## src/hw/rs_pkg.sv

```systemverilog
// shared widths, branch function codes and packed structs
// for the branch issue path (dispatch, cdb, station entry, issue, result)

package rs_pkg;

    localparam int XLEN    = 32;    // data and address width
    localparam int PRF_LEN = 6;     // physical register tag
    localparam int ROB_LEN = 5;     // reorder buffer index

    typedef enum logic [2:0] {
        BEQ,
        BNE,
        BLT,
        BGE,
        BLTU,
        BGEU,
        JAL_JALR    // unconditional, always taken
    } br_func_t;

    ////////////////////
    // dispatch and cdb
    ////////////////////

    // value fields are only meaningful while the matching ready bit is set
    typedef struct packed {
        logic [XLEN-1:0]    pc;
        logic [XLEN-1:0]    npc;
        logic               opa_ready;
        logic [XLEN-1:0]    opa_value;
        logic [PRF_LEN-1:0] opa_tag;
        logic               opb_ready;
        logic [XLEN-1:0]    opb_value;
        logic [PRF_LEN-1:0] opb_tag;
        logic [XLEN-1:0]    offset;
        logic               jalr;           // target base from opa
        br_func_t           func;
        logic [PRF_LEN-1:0] dest_tag;
        logic [ROB_LEN-1:0] rob_idx;
        logic               pred_taken;
        logic [XLEN-1:0]    pred_target;
    } rs_dispatch_t;

    typedef struct packed {
        logic               valid;
        logic [PRF_LEN-1:0] tag;
        logic [XLEN-1:0]    value;
    } cdb_t;

    ////////////////////
    // station and unit
    ////////////////////

    // stored entry, same layout as a dispatch so a slot write is one copy
    typedef rs_dispatch_t rs_entry_t;

    typedef struct packed {
        logic [XLEN-1:0]    pc;
        logic [XLEN-1:0]    npc;
        logic [XLEN-1:0]    opa_value;
        logic [XLEN-1:0]    opb_value;
        logic [XLEN-1:0]    offset;
        logic               jalr;
        br_func_t           func;
        logic [PRF_LEN-1:0] dest_tag;
        logic [ROB_LEN-1:0] rob_idx;
        logic               pred_taken;
        logic [XLEN-1:0]    pred_target;
    } br_issue_t;

    typedef struct packed {
        logic               valid;
        logic [ROB_LEN-1:0] rob_idx;
        logic [PRF_LEN-1:0] dest_tag;
        logic               taken;
        logic [XLEN-1:0]    target;
        logic [XLEN-1:0]    link;       // return address, npc
        logic               mispredict;
    } br_result_t;

endpackage

```

## src/hw/psel_gen.sv

```systemverilog
// lowest-index priority selector
// one-hot grant, encoded grant index and an empty flag

`timescale 1ns/1ps

module psel_gen #(
    parameter int WIDTH = 8
) (
    input  logic [WIDTH-1:0]         req,
    output logic [WIDTH-1:0]         gnt,
    output logic [$clog2(WIDTH)-1:0] gnt_idx,
    output logic                     empty
);

    localparam int IDX_W = $clog2(WIDTH);

    assign empty = ~|req;

    // scan from the top so the lowest set bit wins last
    always_comb begin
        gnt     = '0;
        gnt_idx = '0;
        for (int i = WIDTH - 1; i >= 0; i--) begin
            if (req[i]) begin
                gnt     = '0;
                gnt[i]  = 1'b1;
                gnt_idx = IDX_W'(i);
            end
        end
    end

endmodule

```

## src/hw/rs_branch.sv

```systemverilog
// branch reservation station
// free-slot choice, cdb wakeup with dispatch forwarding, issue register,
// occupancy counter and flush on commit misprediction

`timescale 1ns/1ps

module rs_branch
    import rs_pkg::*;
#(
    parameter int RS_SIZE = 8
) (
    input  logic         clock,
    input  logic         rst,
    input  logic         enable,
    input  rs_dispatch_t dispatch,
    input  cdb_t         cdb,
    input  logic         commit_mis_pred,
    output logic         full,
    output br_issue_t    issue,
    output logic         issue_valid
);

    localparam int IDX_W = $clog2(RS_SIZE);
    localparam int CNT_W = IDX_W + 1;

    rs_entry_t          entries [RS_SIZE];
    logic [RS_SIZE-1:0] free;           // 1 = slot empty
    logic [CNT_W-1:0]   count;
    logic [CNT_W-1:0]   count_next;

    logic [RS_SIZE-1:0] wr_gnt;
    logic [IDX_W-1:0]   wr_idx;
    logic               no_free;

    logic [RS_SIZE-1:0] rdy_req;
    logic [RS_SIZE-1:0] iss_gnt;
    logic [IDX_W-1:0]   iss_idx;
    logic               none_ready;

    logic               accept;
    logic               fire;
    rs_entry_t          new_entry;
    br_issue_t          issue_d;

    ////////////////////
    // selection
    ////////////////////

    psel_gen #(.WIDTH(RS_SIZE)) u_free_sel (
        .req     (free),
        .gnt     (wr_gnt),
        .gnt_idx (wr_idx),
        .empty   (no_free)
    );

    always_comb begin
        for (int i = 0; i < RS_SIZE; i++) begin
            rdy_req[i] = ~free[i] & entries[i].opa_ready & entries[i].opb_ready;
        end
    end

    psel_gen #(.WIDTH(RS_SIZE)) u_issue_sel (
        .req     (rdy_req),
        .gnt     (iss_gnt),
        .gnt_idx (iss_idx),
        .empty   (none_ready)
    );

    assign accept     = enable & ~no_free;
    assign fire       = ~none_ready;       // unit never stalls
    assign count_next = count + CNT_W'(accept) - CNT_W'(fire);

    // dispatch entry, picking up a broadcast that lands in the same cycle
    always_comb begin
        new_entry = dispatch;
        if (cdb.valid && !dispatch.opa_ready && cdb.tag == dispatch.opa_tag) begin
            new_entry.opa_ready = 1'b1;
            new_entry.opa_value = cdb.value;
        end
        if (cdb.valid && !dispatch.opb_ready && cdb.tag == dispatch.opb_tag) begin
            new_entry.opb_ready = 1'b1;
            new_entry.opb_value = cdb.value;
        end
    end

    ////////////////////
    // entry array
    ////////////////////

    always_ff @(posedge clock) begin
        for (int i = 0; i < RS_SIZE; i++) begin
            if (!free[i] && cdb.valid) begin
                if (!entries[i].opa_ready && entries[i].opa_tag == cdb.tag) begin
                    entries[i].opa_ready <= 1'b1;
                    entries[i].opa_value <= cdb.value;
                end
                if (!entries[i].opb_ready && entries[i].opb_tag == cdb.tag) begin
                    entries[i].opb_ready <= 1'b1;
                    entries[i].opb_value <= cdb.value;
                end
            end
        end
        if (accept) begin
            entries[wr_idx] <= new_entry;   // chosen slot is free, no wakeup clash
        end
    end

    ////////////////////
    // issue register
    ////////////////////

    always_comb begin
        issue_d.pc          = entries[iss_idx].pc;
        issue_d.npc         = entries[iss_idx].npc;
        issue_d.opa_value   = entries[iss_idx].opa_value;
        issue_d.opb_value   = entries[iss_idx].opb_value;
        issue_d.offset      = entries[iss_idx].offset;
        issue_d.jalr        = entries[iss_idx].jalr;
        issue_d.func        = entries[iss_idx].func;
        issue_d.dest_tag    = entries[iss_idx].dest_tag;
        issue_d.rob_idx     = entries[iss_idx].rob_idx;
        issue_d.pred_taken  = entries[iss_idx].pred_taken;
        issue_d.pred_target = entries[iss_idx].pred_target;
    end

    always_ff @(posedge clock) begin
        issue <= issue_d;
    end

    // control state, flush behaves like reset
    always_ff @(posedge clock) begin
        if (rst || commit_mis_pred) begin
            free        <= '1;
            count       <= '0;
            full        <= 1'b0;
            issue_valid <= 1'b0;
        end else begin
            free        <= (free & ~({RS_SIZE{accept}} & wr_gnt)) | ({RS_SIZE{fire}} & iss_gnt);
            count       <= count_next;
            full        <= (count_next == CNT_W'(RS_SIZE));
            issue_valid <= fire;
        end
    end

endmodule

```

## src/hw/branch_unit.sv

```systemverilog
// branch resolution stage
// condition, target, link and misprediction, all registered

`timescale 1ns/1ps

module branch_unit
    import rs_pkg::*;
(
    input  logic       clock,
    input  logic       rst,
    input  logic       commit_mis_pred,
    input  br_issue_t  issue,
    input  logic       issue_valid,
    output br_result_t result
);

    logic            taken;
    logic [XLEN-1:0] taken_target;
    logic [XLEN-1:0] target;
    logic            mispredict;

    ////////////////////
    // condition
    ////////////////////

    always_comb begin
        case (issue.func)
            BEQ:      taken = (issue.opa_value == issue.opb_value);
            BNE:      taken = (issue.opa_value != issue.opb_value);
            BLT:      taken = ($signed(issue.opa_value) < $signed(issue.opb_value));
            BGE:      taken = ($signed(issue.opa_value) >= $signed(issue.opb_value));
            BLTU:     taken = (issue.opa_value < issue.opb_value);
            BGEU:     taken = (issue.opa_value >= issue.opb_value);
            JAL_JALR: taken = 1'b1;
            default:  taken = 1'b0;     // unused encoding
        endcase
    end

    ////////////////////
    // target and check
    ////////////////////

    always_comb begin
        if (issue.jalr) begin
            taken_target = (issue.opa_value + issue.offset) & ~XLEN'(1);  // clear bit 0
        end else begin
            taken_target = issue.pc + issue.offset;
        end
    end

    assign target = taken ? taken_target : issue.npc;

    // wrong direction, or right direction but wrong place
    assign mispredict = (taken != issue.pred_taken) ||
                        (taken && (target != issue.pred_target));

    always_ff @(posedge clock) begin
        if (rst || commit_mis_pred) begin
            result.valid <= 1'b0;
        end else begin
            result.valid <= issue_valid;
        end
        result.rob_idx    <= issue.rob_idx;
        result.dest_tag   <= issue.dest_tag;
        result.taken      <= taken;
        result.target     <= target;
        result.link       <= issue.npc;
        result.mispredict <= mispredict;
    end

endmodule

```

## src/hw/branch_issue_top.sv

```systemverilog
// branch issue path top level
// reservation station feeding the branch resolution stage

`timescale 1ns/1ps

module branch_issue_top
    import rs_pkg::*;
#(
    parameter int RS_SIZE = 8       // power of two, 2 to 16
) (
    input  logic         clock,
    input  logic         rst,
    input  logic         enable,
    input  rs_dispatch_t dispatch,
    input  cdb_t         cdb,
    input  logic         commit_mis_pred,
    output logic         full,
    output br_result_t   result
);

    br_issue_t issue;
    logic      issue_valid;

    rs_branch #(.RS_SIZE(RS_SIZE)) u_rs_branch (
        .clock           (clock),
        .rst             (rst),
        .enable          (enable),
        .dispatch        (dispatch),
        .cdb             (cdb),
        .commit_mis_pred (commit_mis_pred),
        .full            (full),
        .issue           (issue),
        .issue_valid     (issue_valid)
    );

    branch_unit u_branch_unit (
        .clock           (clock),
        .rst             (rst),
        .commit_mis_pred (commit_mis_pred),
        .issue           (issue),
        .issue_valid     (issue_valid),
        .result          (result)
    );

endmodule

```

## config.mk

```make
export PLATFORM = sky130hd
export DESIGN_NAME = branch_issue_top
export DESIGN_NICKNAME = d
export VERILOG_FILES = /design/src/hw/rs_pkg.sv /design/src/hw/psel_gen.sv /design/src/hw/rs_branch.sv /design/src/hw/branch_unit.sv /design/src/hw/branch_issue_top.sv
export SDC_FILE = /design/constraint.sdc
export NUM_CORES = 2
export LEC_CHECK = 0
export BUFFER_PORTS_ARGS = -buffer_cell sky130_fd_sc_hd__buf_2
export CORE_ASPECT_RATIO = 2
export CORE_MARGIN = 2
export CORE_UTILIZATION = 40
export DETAILED_ROUTE_END_ITERATION = 10
export RECOVER_POWER = 25
export SLEW_MARGIN = 25
export SYNTH_ARGS = -nofsm -noshare
export SYNTH_HDL_FRONTEND = slang
export SYNTH_SLANG_ARGS = --single-unit
```

## constraint.sdc

```tcl
create_clock -name clock -period 34.4 [get_ports clock]
set_clock_uncertainty 0.15 [all_clocks]
set_input_delay 3.44 -clock clock [delete_from_list [all_inputs] [get_ports clock]]
set_output_delay 3.44 -clock clock [all_outputs]
set_load 0.02 [all_outputs]
```

Word-level counts from Yosys, hierarchy flattened
Memories as Yosys holds them, arrays and structs flattened. A register that Yosys moved wholly into a read port is not among the register bits.
Index checks and enable logic that the tools add are counted.

storage, ports and cells
  register bits after elaboration = 92
  output and inout port bits = 79
  bits of input ports = 265
  memories = 1
  memory bits (writable) = 1776
  word-level logic and storage cells = 226

memories
  name                 depth  width  rd ports  clocked after memory_dff  write ports  line             RTL
  u_rs_branch.entries  8      222    9         1                         9            rs_branch.sv:26  rs_entry_t entries [RS_SIZE];

cells by class
  equality and inequality tests = 29
  $add $sub $neg = 4
  reductions and logical operators = 60
  bitwise gates (word level) = 30
  mux-type cells = 87
  $lt $le $gt $ge = 4

operators by type and width
  kind                number
  $mux 8              16
  $eq 6x6->1          18
  $mux 33             2
  $add 32x32->32      2
  $ge 32x32->1        2
  $lt 32x32->1        2
  $mux 32             2
  $ne 32x32->1        2
  $mux 1              50
  $mux 3              16
  $eq 32x32->1        1
  $logic_and 1x1->1   29
  $logic_not 1->1     26
  $and 8x8->8         3
  $and 1x1->1         17
  $reduce_or 8->1     2
  $eq 3x3->1 const B  3
  $not 1->1           8
  $not 8->8           1
  $or 8x8->8          1
  $pmux 1 s7          1
  $eq 3x2->1 const B  2
  $add 4x1->4         1
  $eq 4x4->1 const B  1
  other kinds (5)     6

Logic depth before layout (Yosys ltp)
  word-level depth = 13
  mapped depth = 14

Hierarchy
A second synthesis with hierarchy kept.

second synthesis, totals
  cells, all modules = 4534
  area, all modules = 85488.2 um^2

modules (own cells, without submodules)
  module       instances  area each (um^2)  cells an instance
  rs_branch    1          78087.4           3629
  branch_unit  1          7085.5            855
  psel_gen     2          157.7             25

Least setup slack after synthesis
No wires, ideal clock.

  path type = input-to-reg
  start point = in enable
  end point = mem u_rs_branch.entries[4][100] (netlist bit) (data pin)
  data required time = 33.990 ns
  data arrival time = 16.881 ns
  setup slack = 17.109 ns
  stages = 7
  cells stage by stage = nand2_1 nor2_1 nand2_1 nor3_1 nand2_1 buf_1 mux2_2

RTL lines
  item             line                    RTL
  start, declared  branch_issue_top.sv:13  input logic enable,
  end, declared    rs_branch.sv:26

==> impl_metrics.py <==
metrics = {
    "outcome": {
        "status": "finished clean",
    },
    "synthesis": {
        "ys_types": 80,
        "netlist_area_mm2": 0.0878,
        "ys.flop_type": "edfxtp_1",
        "synth_area_leaders": "edfxtp_1, nand2_1, dfxtp_1",
        "ys_async_sr_fraction_pct": 0,
        "syn_nets": 7635,
        "synth-seq-area-share_pct": 67.6,
        "synth.avg_cell_area_um2": 12.1,
        "ys_seq_elements": 2076,
        "syn_inst": 7270,
        "synth_top_cell_by_area": "edfxtp_1",
        "synth_edf_count": 1775,
        "yosys_warnings": 0,
        "yosys.area.top_type_share_pct": 60.7,
    },
    "die": {
        "dieWidth_um": 335,
        "coreArea_mm2": 0.219,
        "ios": 344,
        "initial_core_util_pct": 40.1,
        "die_y_um": 666,
        "row_count": 243,
        "dieArea_mm2": 0.223,
    },
    "grt": {
        "grt_pass1_wl_mm": 379,
        "grt_pass1_vias": 56700,
        "grt_max_degree": 181,
        "overflow": 0,
        "antenna_found_initial": 87,
        "grt_util_all_layers_pct": 23.0,
    },
    "route": {
        "wl_per_cell_um": 25.1,
        "vias": 57500,
        "drtAntennaViolNets": 0,
        "wirelength_mm": 262,
        "route.detailed.drc": 0,
        "dr.pass1.iters": 6,
        "drtIter0Drc": 4875,
        "via_per_inst": 5.50,
    },
    "timing": {
        "relSlewSlack_pct": 23.0,
        "maxSlewViolCount": 0,
        "min_period_ns": 6.80,
        "clock.fmax_ghz": 0.147,
        "worstMarginPinSlew_ns": 1.16,
        "finalHoldViolCount": 0,
        "finalCritPeriodShare_pct": 19.8,
        "rsz0062_at_grt": "false",
        "setup_viol_count_final": 0,
        "fin_tns_setup_ns": 0,
    },
    "cts": {
        "cts.htree.levels": 4,
        "cts_max_path_buffers": 4,
        "cts_tree": "done",
        "post_cts_resized": 0,
        "cts-buffers-inserted": 188,
        "post_cts_buffers": 0,
        "clk_latency_ns": 0.86,
        "clkTransAtPathRegs_ns": 0.07,
        "hold_buffers": 0,
        "cts.sinks": 2076,
        "root_buffer": "clkbuf_16",
    },
    "place": {
        "dp_hpwl_mm": 163,
        "dp_cells": 10100,
        "gp_congestion": 0.936,
        "io_buffers": 343,
    },
    "pwr": {
        "vdd_drop_max_uv": 50.7,
        "p_per_area_mw_per_mm2": 53.7,
        "leakage_nw": 35.6,
    },
    "worst_setup_path": {
        "endpoint_kind": "register",
        "worstPathRequired_ns": 34.71,
        "cp_max_fo": 54,
        "cp.buffers_inverters": 3,
        "criticalPathCategory": "input port to register",
        "crit_path_top_delay_cell": "buf_4",
        "crit_chain": "buf_2, nand2_1, nor2_1, nand2_1, or4_1, nor2_4, buf_4, buf_4",
        "worst_ep_arrival_time_ns": 7.12,
        "path_delay_family": "buffers and inverters",
        "startpoint_type": "input port",
        "slowest_delay_ns": 0.88,
    },
    "layout": {
        "final_cells": 10400,
        "fill_cells": 19800,
        "fin_util_pct": 45.0,
        "drive_gt1_share_pct": 15.3,
        "mostFrequentLayoutCell": "nand2_1",
        "area_growth_pct": 12.1,
        "finalNetCount": 7817,
        "final_cell_mix": "nand2_1, edfxtp_1, nand3_1",
    },
    "worst_hold_path": {
        "min_path_type": "register to register",
    },
    "flow_run": {
        "max_cap_viol_count": 0,
    },
}
-- cell type report --
type	count	area (µm²)	share of cell area, %
repair buffers	442	2370	2.41
flip-flops and latches	2076	59300	60.3
clock buffers	275	5440	5.53
multi-input cells	4674	26700	27.2
clock inverters	65	562	0.571
well taps	2817	3520	3.58
inverters	70	293	0.298
diodes	29	72.6	0.0738
-- through the flow --
stage / hold slack, ns / setup WS (ns) / power, W / instance area [µm²]
after global placement: 0.164 / 26.75 / 0.00324 / 92400
after CTS: 0.178 / 27.67 / 0.00532 / 98400
final: 0.176 / 27.60 / 0.00528 / 98300
after global routing: 0.184 / 27.47 / 0.00543 / 98300
after detailed placement: 0.163 / 26.74 / 0.00325 / 92400
after floorplan: 0.160 / 17.11 / 0.00308 / 87800
-- report_power, final --
group	switching, W	total [W]	internal, W
sequential	0.0000367	0.00282	0.00279
combinational	0.000241	0.000372	0.000131
clock	0.000933	0.00208	0.00115
-- cells by family (layout without fill, tap and decap cells) --
kind of cell / count (synthesis) / after routing / synth area share (%)
buffers and inverters: 520 / 852 / 2.25
multiplexers: 538 / 538 / 6.89
AND/OR/NAND/NOR: 3300 / 3300 / 16.1
flip-flops: 2076 / 2076 / 67.6
AO/OA/AOI/OAI: 537 / 537 / 3.66
XOR/XNOR: 199 / 199 / 2.02
other: 0 / 29 / 0
adder cells (fa/ha/maj): 100 / 100 / 1.45
-- Yosys cell counts, types with 14 or more instances --
cell type,instances
a21o_1,27
a21oi_1,88
and2_1,17
buf_1,74
clkbuf_1,366
dfxtp_1,301
edfxtp_1,1775
ha_1,97
inv_1,69
mux2_2,525
nand2_1,1991
nand3_1,1074
nand4_1,31
nor2_1,76
nor2b_1,19
nor3_1,24
o211ai_1,19
o21ai_0,269
o31ai_1,14
xnor2_1,119
xor2_1,78
-- path summary, 6_finish.rpt --
kind	startpoint	to	slack [ns]	depth (start not counted)
min	u_rs_branch.issue[42]	u_branch_unit.result[70]	0.18	0
max	enable	u_rs_branch.entries[7][9]	27.60	8
max reg2reg	u_rs_branch.entries[6][157]	u_rs_branch.issue[30]	29.24	12
min reg2reg	u_rs_branch.issue[42]	u_branch_unit.result[70]	0.18	0
-- flip-flops by register name, summed over array words and instances (netlist names) --
register	cells
u_rs_branch.full	1
u_rs_branch.issue_valid	1
u_rs_branch.free	8
u_rs_branch.entries	1776
u_branch_unit.result	78
u_rs_branch.count	4
u_rs_branch.issue	208
-- layer usage --
metal  part of all wire, %  track usage (%)
met1                    37             26.5
met2                    52             41.8
met3                   5.9             3.69
met5                  0.13                0
met4                   4.7             9.79
Power figures use the tool's default switching activity.
